### src/design/rv_ctl_pkg.sv
package rv_ctl_pkg;

    // RV32I field widths
    localparam int INSTR_W     = 32;
    localparam int OPCODE_W    = 7;
    localparam int FUNCT3_W    = 3;
    localparam int FUNCT7_W    = 7;
    localparam int ALU_OP_W    = 4;
    localparam int IMM_FMT_W   = 3;
    localparam int WB_SEL_W    = 2;
    localparam int ALU_CLASS_W = 2;

    typedef logic [INSTR_W-1:0]  instr_t;
    typedef logic [FUNCT3_W-1:0] funct3_t;

    // funct7 patterns of the base ISA
    localparam logic [FUNCT7_W-1:0] FUNCT7_BASE = 7'b0000000;
    localparam logic [FUNCT7_W-1:0] FUNCT7_ALT  = 7'b0100000;

    typedef enum logic [OPCODE_W-1:0] {
        OPC_LUI    = 7'b0110111,
        OPC_AUIPC  = 7'b0010111,
        OPC_JAL    = 7'b1101111,
        OPC_JALR   = 7'b1100111,
        OPC_BRANCH = 7'b1100011,
        OPC_LOAD   = 7'b0000011,
        OPC_STORE  = 7'b0100011,
        OPC_OP_IMM = 7'b0010011,
        OPC_OP     = 7'b0110011
    } opcode_e;

    // Codes follow the datapath ALU encoding
    typedef enum logic [ALU_OP_W-1:0] {
        ALU_AND    = 4'b0000,
        ALU_OR     = 4'b0001,
        ALU_ADD    = 4'b0010,
        ALU_SUB    = 4'b0011,
        ALU_SLT    = 4'b0100,
        ALU_PASS_B = 4'b0101,
        ALU_SLTU   = 4'b0110,
        ALU_SLL    = 4'b1000,
        ALU_XOR    = 4'b1001,
        ALU_SRL    = 4'b1100,
        ALU_SRA    = 4'b1101
    } alu_op_e;

    typedef enum logic [IMM_FMT_W-1:0] {
        IMM_NONE = 3'd0,
        IMM_I    = 3'd1,
        IMM_S    = 3'd2,
        IMM_B    = 3'd3,
        IMM_U    = 3'd4,
        IMM_J    = 3'd5
    } imm_fmt_e;

    typedef enum logic [WB_SEL_W-1:0] {
        WB_MEM      = 2'd0,
        WB_ALU      = 2'd1,
        WB_PC_PLUS4 = 2'd2
    } wb_sel_e;

    // How the ALU operation is chosen
    typedef enum logic [ALU_CLASS_W-1:0] {
        CLS_ADD_ONLY = 2'd0,
        CLS_PASS     = 2'd1,
        CLS_IMM      = 2'd2,
        CLS_REG      = 2'd3
    } alu_class_e;

endpackage

### src/design/main_decoder.sv
`timescale 1ns/100ps

module main_decoder (
    input  logic                   clk,
    input  logic                   rst_n,
    input  logic                   in_valid,
    input  rv_ctl_pkg::instr_t     instruction,
    output logic                   is_branch,
    output logic                   is_jump,
    output rv_ctl_pkg::alu_class_e alu_class,
    output logic                   alu_alt,
    output logic                   out_valid,
    output logic                   illegal,
    output logic                   a_sel,
    output logic                   b_sel,
    output rv_ctl_pkg::imm_fmt_e   imm_sel,
    output logic                   reg_wen,
    output logic                   mem_wr,
    output rv_ctl_pkg::wb_sel_e    wb_sel
);
    import rv_ctl_pkg::*;

    opcode_e              opcode;
    funct3_t              funct3;
    logic [FUNCT7_W-1:0]  funct7;
    logic                 legal;
    logic                 accept;
    logic                 a_sel_d;
    logic                 b_sel_d;
    imm_fmt_e             imm_sel_d;
    wb_sel_e              wb_sel_d;
    logic                 reg_wen_d;
    logic                 mem_wr_d;

    assign opcode = opcode_e'(instruction[6:0]);
    assign funct3 = instruction[14:12];
    assign funct7 = instruction[31:25];

    // Legality of the kept RV32I subset
    always_comb begin
        legal = 1'b0;
        case (opcode)
            OPC_LUI, OPC_AUIPC, OPC_JAL: legal = 1'b1;
            OPC_JALR:   legal = (funct3 == 3'b000);
            // funct3 010 and 011 are reserved
            OPC_BRANCH: legal = (funct3[2:1] != 2'b01);
            OPC_LOAD:   legal = (funct3 != 3'b011) && (funct3[2:1] != 2'b11);
            OPC_STORE:  legal = !funct3[2] && (funct3 != 3'b011);
            OPC_OP_IMM: begin
                case (funct3)
                    3'b001:  legal = (funct7 == FUNCT7_BASE);
                    3'b101:  legal = (funct7 == FUNCT7_BASE) || (funct7 == FUNCT7_ALT);
                    default: legal = 1'b1;
                endcase
            end
            OPC_OP: begin
                legal = (funct7 == FUNCT7_BASE) ||
                        ((funct7 == FUNCT7_ALT) && ((funct3 == 3'b000) || (funct3 == 3'b101)));
            end
            default: legal = 1'b0;
        endcase
    end

    assign accept = in_valid && legal;

    // Datapath selects per opcode
    always_comb begin
        a_sel_d   = 1'b0;
        b_sel_d   = 1'b1;
        imm_sel_d = IMM_NONE;
        wb_sel_d  = WB_ALU;
        reg_wen_d = 1'b0;
        mem_wr_d  = 1'b0;
        alu_class = CLS_ADD_ONLY;
        case (opcode)
            OPC_LUI: begin
                imm_sel_d = IMM_U;
                reg_wen_d = 1'b1;
                alu_class = CLS_PASS;
            end
            OPC_AUIPC: begin
                a_sel_d   = 1'b1;
                imm_sel_d = IMM_U;
                reg_wen_d = 1'b1;
            end
            OPC_JAL: begin
                a_sel_d   = 1'b1;
                imm_sel_d = IMM_J;
                wb_sel_d  = WB_PC_PLUS4;
                reg_wen_d = 1'b1;
            end
            OPC_JALR: begin
                imm_sel_d = IMM_I;
                wb_sel_d  = WB_PC_PLUS4;
                reg_wen_d = 1'b1;
            end
            OPC_BRANCH: begin
                a_sel_d   = 1'b1;
                imm_sel_d = IMM_B;
            end
            OPC_LOAD: begin
                imm_sel_d = IMM_I;
                wb_sel_d  = WB_MEM;
                reg_wen_d = 1'b1;
            end
            OPC_STORE: begin
                imm_sel_d = IMM_S;
                mem_wr_d  = 1'b1;
            end
            OPC_OP_IMM: begin
                imm_sel_d = IMM_I;
                reg_wen_d = 1'b1;
                alu_class = CLS_IMM;
            end
            OPC_OP: begin
                b_sel_d   = 1'b0;
                reg_wen_d = 1'b1;
                alu_class = CLS_REG;
            end
            default: ;
        endcase
    end

    assign is_branch = accept && (opcode == OPC_BRANCH);
    assign is_jump   = accept && ((opcode == OPC_JAL) || (opcode == OPC_JALR));
    assign alu_alt   = legal && funct7[5];

    always_ff @(posedge clk or negedge rst_n) begin
        if (!rst_n) begin
            out_valid <= 1'b0;
            illegal   <= 1'b0;
            reg_wen   <= 1'b0;
            mem_wr    <= 1'b0;
        end else begin
            out_valid <= in_valid;
            illegal   <= in_valid && !legal;
            reg_wen   <= accept && reg_wen_d;
            mem_wr    <= accept && mem_wr_d;
        end
    end

    // Registered datapath selects
    always_ff @(posedge clk) begin
        a_sel   <= a_sel_d;
        b_sel   <= b_sel_d;
        imm_sel <= imm_sel_d;
        wb_sel  <= wb_sel_d;
    end

endmodule

### src/design/alu_op_decoder.sv
`timescale 1ns/100ps

module alu_op_decoder (
    input  logic                   clk,
    input  logic                   rst_n,
    input  rv_ctl_pkg::alu_class_e alu_class,
    input  rv_ctl_pkg::funct3_t    funct3,
    input  logic                   alu_alt,
    output rv_ctl_pkg::alu_op_e    alu_sel
);
    import rv_ctl_pkg::*;

    alu_op_e op_d;
    logic    use_sub;

    // SUB exists only in the register form
    assign use_sub = alu_alt && (alu_class == CLS_REG);

    always_comb begin
        op_d = ALU_ADD;
        case (alu_class)
            CLS_PASS:     op_d = ALU_PASS_B;
            CLS_ADD_ONLY: op_d = ALU_ADD;
            CLS_IMM, CLS_REG: begin
                case (funct3)
                    3'b000: begin
                        if (use_sub) begin
                            op_d = ALU_SUB;
                        end else begin
                            op_d = ALU_ADD;
                        end
                    end
                    3'b001: op_d = ALU_SLL;
                    3'b010: op_d = ALU_SLT;
                    3'b011: op_d = ALU_SLTU;
                    3'b100: op_d = ALU_XOR;
                    3'b101: begin
                        // Arithmetic shift when funct7 bit 5 set
                        if (alu_alt) begin
                            op_d = ALU_SRA;
                        end else begin
                            op_d = ALU_SRL;
                        end
                    end
                    3'b110: op_d = ALU_OR;
                    default: op_d = ALU_AND;
                endcase
            end
            default: op_d = ALU_ADD;
        endcase
    end

    always_ff @(posedge clk or negedge rst_n) begin
        if (!rst_n) begin
            alu_sel <= ALU_ADD;
        end else begin
            alu_sel <= op_d;
        end
    end

endmodule

### src/design/branch_resolver.sv
`timescale 1ns/100ps

module branch_resolver (
    input  logic                clk,
    input  logic                rst_n,
    input  rv_ctl_pkg::funct3_t funct3,
    input  logic                is_branch,
    input  logic                is_jump,
    input  logic                br_eq,
    input  logic                br_lt,
    output logic                br_un,
    output logic                pc_sel
);
    import rv_ctl_pkg::*;

    logic taken;

    // Unsigned compare for BLTU and BGEU
    assign br_un = is_branch && funct3[2] && funct3[1];

    always_comb begin
        case (funct3)
            3'b000:        taken = br_eq;
            3'b001:        taken = !br_eq;
            3'b100, 3'b110: taken = br_lt;
            3'b101, 3'b111: taken = !br_lt;
            default:       taken = 1'b0;
        endcase
    end

    always_ff @(posedge clk or negedge rst_n) begin
        if (!rst_n) begin
            pc_sel <= 1'b0;
        end else begin
            pc_sel <= is_jump || (is_branch && taken);
        end
    end

endmodule

### src/design/instr_ctl.sv
`timescale 1ns/100ps

module instr_ctl (
    input  logic                 clk,
    input  logic                 rst_n,
    input  logic                 in_valid,
    input  rv_ctl_pkg::instr_t   instruction,
    input  logic                 br_eq,
    input  logic                 br_lt,
    output logic                 out_valid,
    output logic                 illegal,
    output logic                 a_sel,
    output logic                 b_sel,
    output rv_ctl_pkg::alu_op_e  alu_sel,
    output rv_ctl_pkg::imm_fmt_e imm_sel,
    output logic                 reg_wen,
    output logic                 mem_wr,
    output rv_ctl_pkg::wb_sel_e  wb_sel,
    output logic                 br_un,
    output logic                 pc_sel
);
    import rv_ctl_pkg::*;

    logic       is_branch;
    logic       is_jump;
    alu_class_e alu_class;
    logic       alu_alt;

    main_decoder u_main_decoder (
        .clk         (clk),
        .rst_n       (rst_n),
        .in_valid    (in_valid),
        .instruction (instruction),
        .is_branch   (is_branch),
        .is_jump     (is_jump),
        .alu_class   (alu_class),
        .alu_alt     (alu_alt),
        .out_valid   (out_valid),
        .illegal     (illegal),
        .a_sel       (a_sel),
        .b_sel       (b_sel),
        .imm_sel     (imm_sel),
        .reg_wen     (reg_wen),
        .mem_wr      (mem_wr),
        .wb_sel      (wb_sel)
    );

    alu_op_decoder u_alu_op_decoder (
        .clk       (clk),
        .rst_n     (rst_n),
        .alu_class (alu_class),
        .funct3    (instruction[14:12]),
        .alu_alt   (alu_alt),
        .alu_sel   (alu_sel)
    );

    // Branch outcome from the comparator flags
    branch_resolver u_branch_resolver (
        .clk       (clk),
        .rst_n     (rst_n),
        .funct3    (instruction[14:12]),
        .is_branch (is_branch),
        .is_jump   (is_jump),
        .br_eq     (br_eq),
        .br_lt     (br_lt),
        .br_un     (br_un),
        .pc_sel    (pc_sel)
    );

endmodule

### config.mk
export PLATFORM = sky130hd
export DESIGN_NAME = instr_ctl
export DESIGN_NICKNAME = d
export VERILOG_FILES = /design/src/design/rv_ctl_pkg.sv /design/src/design/main_decoder.sv /design/src/design/alu_op_decoder.sv /design/src/design/branch_resolver.sv /design/src/design/instr_ctl.sv
export SDC_FILE = /design/constraint.sdc
export NUM_CORES = 1
export LEC_CHECK = 0
export BUFFER_PORTS_ARGS = -buffer_cell sky130_fd_sc_hd__buf_4
export CORE_ASPECT_RATIO = 1.5
export CORE_MARGIN = 2
export CORE_UTILIZATION = 40
export DETAILED_ROUTE_END_ITERATION = 12
export PLACE_DENSITY = 0.82
export SKIP_LAST_GASP = 1
export SLEW_MARGIN = 20
export SYNTH_ARGS = -nofsm -noshare
export SYNTH_HDL_FRONTEND = slang
export SYNTH_SLANG_ARGS = --single-unit
### constraint.sdc
create_clock -name clk -period 2.75 [get_ports clk]
set_clock_uncertainty 0.05 [all_clocks]
set_input_delay 0.4125 -clock clk [delete_from_list [all_inputs] [get_ports clk]]
set_output_delay 0.4125 -clock clk [all_outputs]
set_load 0.03 [all_outputs]
# Yosys cells after proc, flatten, opt, wreduce, memory -nomap -nowiden
# Index checks and enable logic that the tools add are counted.
# word_totals
input_bits,37
out_inout_bits,17
wordCells,82
ff_bits,16
# classes
muxes,14
eq_ne,23
reduce_logical,35
# ops
operator,n
"7-bit by 6-bit equality test with 1-bit output, second input constant",4
4-bit one-hot mux with 7 select lines,1
"7-bit equality test, second input constant",3
3-bit one-hot mux with 5 select lines,1
"7-bit by 5-bit equality test with 1-bit output, second input constant",2
1-bit logical AND,14
"3-bit equality test, second input constant",4
4-bit one-hot mux with 3 select lines,1
2-bit OR reduction,5
3-bit OR reduction,3
"7-bit by 2-bit equality test with 1-bit output, second input constant",1
7-bit logical NOT,1
1-bit one-hot mux with 7 select lines,1
7-bit OR reduction,1
"3-bit by 2-bit equality test with 1-bit output, second input constant",2
1-bit 2-to-1 mux,6
2-bit one-hot mux with 3 select lines,1
1-bit logical OR,5
"2-bit equality test, second input constant",2
1-bit logical NOT,4
1-bit one-hot mux with 4 select lines,1
2-bit one-hot mux with 2 select lines,1
"3-bit by 1-bit equality test with 1-bit output, second input constant",1
3-bit logical NOT,1
other kinds (6),6

# Depth between registers and ports, before layout
# Gate-level depths: netlist (run 1).
# depth
ltp_word,10
mapped_depth,6
mapped_depth_nobuf,5

# By module
# A second synthesis (run 1) with hierarchy kept.
# unflattened
cells_unflattened,97
hier_area_um2,924.6
# modules_own_cells
module,n_inst,cells_per_inst,area_per_inst_um2,seq_area_each_um2
main_decoder,1,69,669.4,240.2
alu_op_decoder,1,20,187.7,101.3
branch_resolver,1,8,67.6,25.0

# Worst setup path after synthesis (run 1)
# Ideal clock, no wire load.
# synth_path
path_type,input to output
start,in instruction[12]
end,out br_un
t_required_ns,2.288
n_path_buf,1
t_arrival_ns,2.062
slack_ns,0.225
cell_stages,6
cell_sequence,buf_6 or4_1 or4_1 o311ai_2 o21ai_4 nor2_1
# synth_between
elab_chain_len,9
word_cells_on_any_way,15
cone_classes,eq/ne (3); mux (2); reduce/logical (10)
# synth_rtl
item,line,rtl
start: declaration,instr_ctl.sv:7,"input rv_ctl_pkg::instr_t instruction,"
3-bit equality test or 3-bit logical NOT (tied branches),"main_decoder.sv:50, main_decoder.sv:58, main_decoder.sv:44",
1-bit logical OR,main_decoder.sv:58,((funct7 == FUNCT7_ALT) && ((funct3 == 3'b000) || (funct3 == 3'b101)));
1-bit logical AND,main_decoder.sv:58,
1-bit logical OR,main_decoder.sv:57,legal = (funct7 == FUNCT7_BASE) ||
1-bit one-hot mux with 7 select lines *,main_decoder.sv:42,case (opcode)
1-bit logical AND *,main_decoder.sv:64,assign accept = in_valid && legal;
1-bit logical AND *,main_decoder.sv:124,assign is_branch = accept && (opcode == OPC_BRANCH);
1-bit logical AND * (2 in series),branch_resolver.sv:19,assign br_un = is_branch && funct3[2] && funct3[1];
end: declaration,instr_ctl.sv:19,"output logic br_un,"
# Every way passes the cells marked *; elsewhere a longest branch is shown, timed or not.

# Worst setup path in the final report (run 1)
# layout_path
start,in instruction[14]
end,out br_un
# layout_between
elab_chain_len,9
word_cells_on_any_way,18
cone_classes,eq/ne (5); mux (2); reduce/logical (11)
# layout_rtl
item,line
3-bit equality test or 3-bit logical NOT (tied branches),"main_decoder.sv:50, main_decoder.sv:58, main_decoder.sv:44"
1-bit logical OR,main_decoder.sv:58
1-bit logical AND,main_decoder.sv:58
1-bit logical OR,main_decoder.sv:57
1-bit one-hot mux with 7 select lines,main_decoder.sv:42
1-bit logical AND,main_decoder.sv:64
1-bit logical AND,main_decoder.sv:124
1-bit logical AND * (2 in series),branch_resolver.sv:19
# Marked as above.

==> metrics.csv, run 1 <==
stage,metric,value,unit
global_routing,grt_remaining_overflow,0,
flow_run,max-cap-violations,0,
sta,finalSetupViolCount,0,
floorplanning,floorplan.die.height,61.0,µm
floorplanning,core_area,0.00203,mm²
detailed_routing,wire_per_inst,13.3,µm
worst_setup_path,crit_fanout,12,
sta,finalWorstPathRequiredPeriod,2.54,ns
pwr,power,447,µW
synthesis,netlist.area_leader.share,0.231,
synthesis,postSynthAreaPerCell,8.76,µm²
clock_tree,postCtsSetupBuffers,0,
worst_setup_path,crit_slowest_cell,or4_1,
synthesis,ys_seq_area_frac,0.423,
finish,area_delta_synth_final,35.6,%
global_routing,grt_util_all_layers,0.175,
worst_setup_path,cp_top_family,simple AND/OR/NAND/NOR gates,
detailed_routing,drc,0,
detailed_routing,vias,849,
detailed_routing,ant_nets,0,
global_routing,antenna_found_initial,0,
synthesis,ys_ff_latch,16,
synthesis,syn-instance-count,99,
detailed_routing,routed_wl,2070,µm
floorplanning,dieWidth,42.0,µm
worst_setup_path,slowest_delay,0.51,ns
synthesis,synth_fp_nets,136,
worst_setup_path,start_kind,input port,
worst_setup_path,crit_path_start,instruction[14],
sta,timing.hold.ws,0.233,ns
synthesis,yosysWarnings,0,
min_path,hp-class,in2reg,
clock_tree,cts_hold_buf,1,
sta,rsz0062_at_grt,false,
synthesis,yosysTopAreaCell,dfrtp_1,
worst_setup_path,critPathCapture,br_un,
sta,tns,0,ns
clock_tree,cts-buffers-inserted,3,
worst_setup_path,path_cells,buf_4 -> or4_1 -> or4_1 -> o311ai_2 -> o21ai_4 -> nor2_1 -> buf_4,
finish,finalNetCount,172,
sta,final-hold-violation-count,0,
floorplanning,initial_core_util,0.428,
worst_setup_path,arrival,2.07,ns
synthesis,synthFlopType,dfrtp_1,
clock_tree,h-tree-depth,1,
clock_tree,cts_tree,yes,
global_routing,grt_pass1_vias,805,
worst_setup_path,setup.worst_path.class,in2out,
pwr,power_density,380,mW/mm²
clock_tree,cts_buffer_depth,2,
finish,drive_above_1_share,0.358,
synthesis,synth_common_cells,"nor2_1, dfrtp_1, nand2_1",
outcome,status,completed,
synthesis,async_flop_share,0.563,
worst_setup_path,crit_cells,7,
synthesis,synth_edf_count,0,
placed_design,io_buffers,38,
synthesis,synth_most_common_cell,nor2_1,
sta,slew_headroom,0.731,
clock_tree,cts_sinks,16,
sta,drv_slew,0,
floorplanning,die_area,0.00256,mm²
sta,fmax,0.394,GHz
worst_setup_path,path_buf_inv,2,
synthesis,yosysUniqueCellTypes,40,
detailed_routing,drt_iter0_markers,21,
worst_setup_path,required,2.29,ns
pwr,peakVddDrop,0.152,mV
placed_design,gp_congestion,0.861,
pwr,power.leakage,0.523,nW
clock_tree,cts.repair.resized,0,
placed_design,dpl.hpwl,1630,µm
finish,utilization,0.580,
detailed_routing,first_pass_iters,4,
clock_tree,clock_tree.root_cell,clkbuf_4,
detailed_routing,viasPerCell,5.44,
clock_tree,clk_pin_slew,0.08,ns
sta,worst_slew_pin_slew,0.403,ns
floorplanning,num_io_pins,54,
floorplanning,rows,20,
finish,antenna_cells,0,
synthesis,synth.area.top_cells,"dfrtp_1, dfxtp_1, nor2_1, nand2_1, dfstp_2",
worst_setup_path,end_kind,output pin,
global_routing,grt_first_pass_wirelength,3490,µm
synthesis,netlist_area,867,µm²
sta,fin_crit_sh,0.922,
global_routing,grt_max_degree,16,
sequential cells by signal (all words and copies together) (netlist names):
register	cells
u_alu_op_decoder.alu_sel	4
u_main_decoder.imm_sel	3
u_main_decoder.wb_sel	2
u_branch_resolver.pc_sel	1
u_main_decoder.a_sel	1
u_main_decoder.b_sel	1
u_main_decoder.illegal	1
u_main_decoder.mem_wr	1
u_main_decoder.out_valid	1
u_main_decoder.reg_wen	1
cell type report:
cell class,instances,area (µm²)
fillers,190,851
multi-input cells,73,453
flip-flops and latches,16,367
repair buffers,39,295
well taps,22,27.5
clock buffers,4,26.3
inverters,2,7.51
layer usage:
metal | part of all wire | track usage | vias to the layer above
met5 | 0 | 0 | -
met4 | 0.021 | 0.112 | 0
met3 | 0.072 | 0.0176 | 6
met2 | 0.55 | 0.317 | 47
met1 | 0.36 | 0.200 | 378
li1 | - | - | 418
stage by stage:
step | instance area, µm² | cells | setup slack (ns)
global route | 1180 | 156 | 0.155
finish | 1180 | 156 | 0.215
global placement | 1140 | 151 | 0.242
CTS | 1180 | 156 | 0.223
floorplan | 867 | 99 | 0.225
detailed placement | 1140 | 151 | 0.226
report_power, final:
part           total [mW]  switching (mW)  internal [mW]
Combinational      0.0900          0.0494         0.0407
Sequential          0.238        0.000950          0.237
Clock               0.118          0.0621         0.0561
Total               0.447           0.112          0.334
cells in the final DEF, fill, tap and decap left out, types with 2 or more instances in the layout:
cell,count
nand2_1,8
nor2b_1,2
or3_1,3
nor2_1,15
clkbuf_4,3
a21o_1,2
buf_4,38
or4_1,2
nand3b_1,2
dfrtp_1,8
nor3b_1,2
nor4_1,2
or3b_2,2
xor2_1,3
a21oi_1,3
nor3_1,3
inv_1,2
dfxtp_1,7
o21ai_0,4
a31oi_1,2
a211oi_1,2
cell families after synthesis:
logic type             count (synthesis)  share of synthesized area
flip-flops                            16                      0.423
AO/OA/AOI/OAI                         21                      0.176
XOR/XNOR                               3                     0.0303
buffers and inverters                 10                     0.0548
AND/OR/NAND/NOR                       49                      0.316
how the worst min path moves through the flow:
| stage | startpoint | to | slack, ns | cells past startpoint |
|---|---|---|---|---|
| after detailed placement | rst_n | u_main_decoder.out_valid | 0.19 | 1 |
| after global routing | in_valid | u_main_decoder.out_valid | 0.22 | 1 |
| after global placement | rst_n | u_alu_op_decoder.alu_sel[2] | 0.18 | 1 |
| final | in_valid | u_main_decoder.out_valid | 0.23 | 1 |
| after floorplan | rst_n | u_alu_op_decoder.alu_sel[0] | 0.07 | 0 |
| after CTS | in_valid | u_main_decoder.out_valid | 0.23 | 1 |
No activity file was read; power rests on OpenSTA's default activity.
==> run 2, diff against run 1 <==
Settings changed: RECOVER_POWER set to 50.
==> run 2 against run 1 <==
Setup slack better by 0.0062 ns. Critical endpoint unchanged. Hold slack better by 0.051 ns. Routed wire length is 1.5% higher. Design area is 2.6% lower. Core utilization is 1.5 points lower. Highest routed layer unchanged. Flip-flop and latch count stayed put. Via count is 0.47% lower. Clock-buffer cell count stayed put. First-iteration DRC count is 43% higher. Sequential power hardly changed. Cell count stayed put. Global-route usage stayed put.
==> metrics.csv, run 2 (synthesized netlist as in run 1, its figures left out) <==
stage,metric,value,unit,change
outcome,status,completed,,
finish,antenna_cells,0,,unchanged
clock_tree,h-tree-depth,1,,unchanged
worst_setup_path,end_kind,output pin,,
sta,timing.hold.ws,0.284,ns,+0.0506 ns
worst_setup_path,arrival,2.07,ns,about the same
floorplanning,dieWidth,42.0,µm,unchanged
placed_design,dp_cells,151,,unchanged
clock_tree,cts-buffers-inserted,3,,unchanged
placed_design,dpl.hpwl,1630,µm,unchanged
finish,utilization,0.565,,-0.0148
global_routing,grt_pass1_vias,805,,unchanged
sta,finalSetupViolCount,0,,unchanged
finish,fin_cells,156,,unchanged
worst_setup_path,crit_fanout,12,,unchanged
detailed_routing,drc,0,,unchanged
pwr,peakVddDrop,0.151,mV,-0.56%
detailed_routing,first_pass_iters,4,,unchanged
clock_tree,cts_buffer_depth,2,,unchanged
finish,reg_top3,"u_alu_op_decoder.alu_sel: 4 flops, u_main_decoder.imm_sel: 3 flops, u_main_decoder.wb_sel: 2 flops",,
detailed_routing,ant_nets,0,,unchanged
sta,slew_headroom,0.691,,-0.0394
floorplanning,core_area,0.00203,mm²,unchanged
global_routing,antenna_found_initial,0,,unchanged
sta,rsz0062_at_grt,false,,
clock_tree,cts_tree,yes,,
global_routing,grt_remaining_overflow,0,,unchanged
global_routing,grt_first_pass_wirelength,3490,µm,unchanged
detailed_routing,drt_iter0_markers,30,,+43%
clock_tree,cts_sinks,16,,unchanged
pwr,power.leakage,0.495,nW,-5.4%
flow_run,max-cap-violations,0,,unchanged
sta,finalWorstPathRequiredPeriod,2.53,ns,-0.00619 ns
clock_tree,clk_pin_slew,0.08,ns,about the same
detailed_routing,routed_wl,2100,µm,+1.5%
floorplanning,die_area,0.00256,mm²,unchanged
sta,final-hold-violation-count,0,,unchanged
floorplanning,floorplan.die.height,61.0,µm,unchanged
clock_tree,cts.repair.resized,0,,unchanged
sta,worst_slew_pin_slew,0.463,ns,+0.0598 ns
detailed_routing,viasPerCell,5.42,,-0.47%
clock_tree,cts_hold_buf,1,,unchanged
floorplanning,initial_core_util,0.428,,unchanged
finish,regMostFlops,u_alu_op_decoder.alu_sel,,
finish,finalNetCount,172,,unchanged
min_path,hp-class,in2reg,,
finish,largest_register_ffs,4,,unchanged
finish,drive_above_1_share,0.291,,-0.0672
sta,tns,0,ns,unchanged
placed_design,gp_congestion,0.861,,unchanged
finish,layout_common_cells,"buf_4, nor2_1, clkbuf_1",,
worst_setup_path,setup.worst_path.class,in2out,,
finish,final_area,0.00115,mm²,-2.6%
placed_design,io_buffers,38,,unchanged
placed_design,placed_area,0.00114,mm²,unchanged
floorplanning,rows,20,,unchanged
worst_setup_path,start_kind,input port,,
sta,fin_crit_sh,0.920,,-0.00225
global_routing,grt_max_degree,16,,unchanged
clock_tree,clock_tree.root_cell,clkbuf_4,,
worst_setup_path,required,2.29,ns,about the same
sta,fmax,0.395,GHz,+0.24%
detailed_routing,vias,845,,-0.47%
global_routing,grt_util_all_layers,0.175,,unchanged
floorplanning,num_io_pins,54,,unchanged
detailed_routing,wire_per_inst,13.4,µm,+1.5%
sta,drv_slew,0,,unchanged
finish,final_common_cell,buf_4,,
pwr,power_density,388,mW/mm²,+2.2%
finish,area_delta_synth_final,32.2,%,
clock_tree,postCtsSetupBuffers,0,,unchanged
==> run 2: cell count changes in the layout (fill, tap and decap cells not counted) <==
cell | before | now
and4bb_2 | 1 | 0
and4bb_1 | 0 | 1
clkbuf_4 | 3 | 4
buf_4 | 38 | 29
clkbuf_1 | 1 | 9
==> run 2: cell type report <==
type                            count  area [µm²]
Tap cell                           22        27.5
Multi-Input combinational cell     73         453
Clock buffer                        4        26.3
Inverter                            2        7.51
Sequential cell                    16         367
Timing Repair Buffer               39         265
Fill cell                         194         881
==> run 2: power by group <==
| part | switching, mW | internal, mW | total, mW |
|---|---|---|---|
| registers | 0.000937 | 0.237 | 0.238 |
| logic | 0.0499 | 0.0376 | 0.0875 |
| clock network | 0.0628 | 0.0562 | 0.119 |
==> run 2: path summary, 6_finish.rpt <==
kind / startpoint / end / slack (ns) / cells past startpoint
max in group asynchronous: rst_n / u_alu_op_decoder.alu_sel[1] / 1.77 / 2
min in group asynchronous: rst_n / u_alu_op_decoder.alu_sel[3] / 0.54 / 2
worst max-delay path: instruction[14] / br_un / 0.22 / 7
worst min-delay path: in_valid / u_main_decoder.out_valid / 0.28 / 1
==> run 2: metrics by stage <==
stage               setup WS, ns  power [mW]
floorplan                  0.225       0.293
global placement           0.242       0.329
detailed placement         0.226       0.332
CTS                        0.223       0.451
global route              0.0912       0.470
finish                     0.221       0.445
==> run 2: per-layer routing <==
layer / vias up / part of all wire / global-route usage
met4: 0 / 0.020 / 0.112
met3: 4 / 0.074 / 0.0176
met2: 39 / 0.54 / 0.317
met5: - / 0 / 0
li1: 420 / - / -
met1: 382 / 0.37 / 0.200
==> run 2: critical path: stages <==
cell and delay, ns:
buf_4 0.15, or4_1 0.50, or4_1 0.43, o311ai_2 0.15, o21ai_4 0.12, nor2_1 0.12, buf_4 0.17
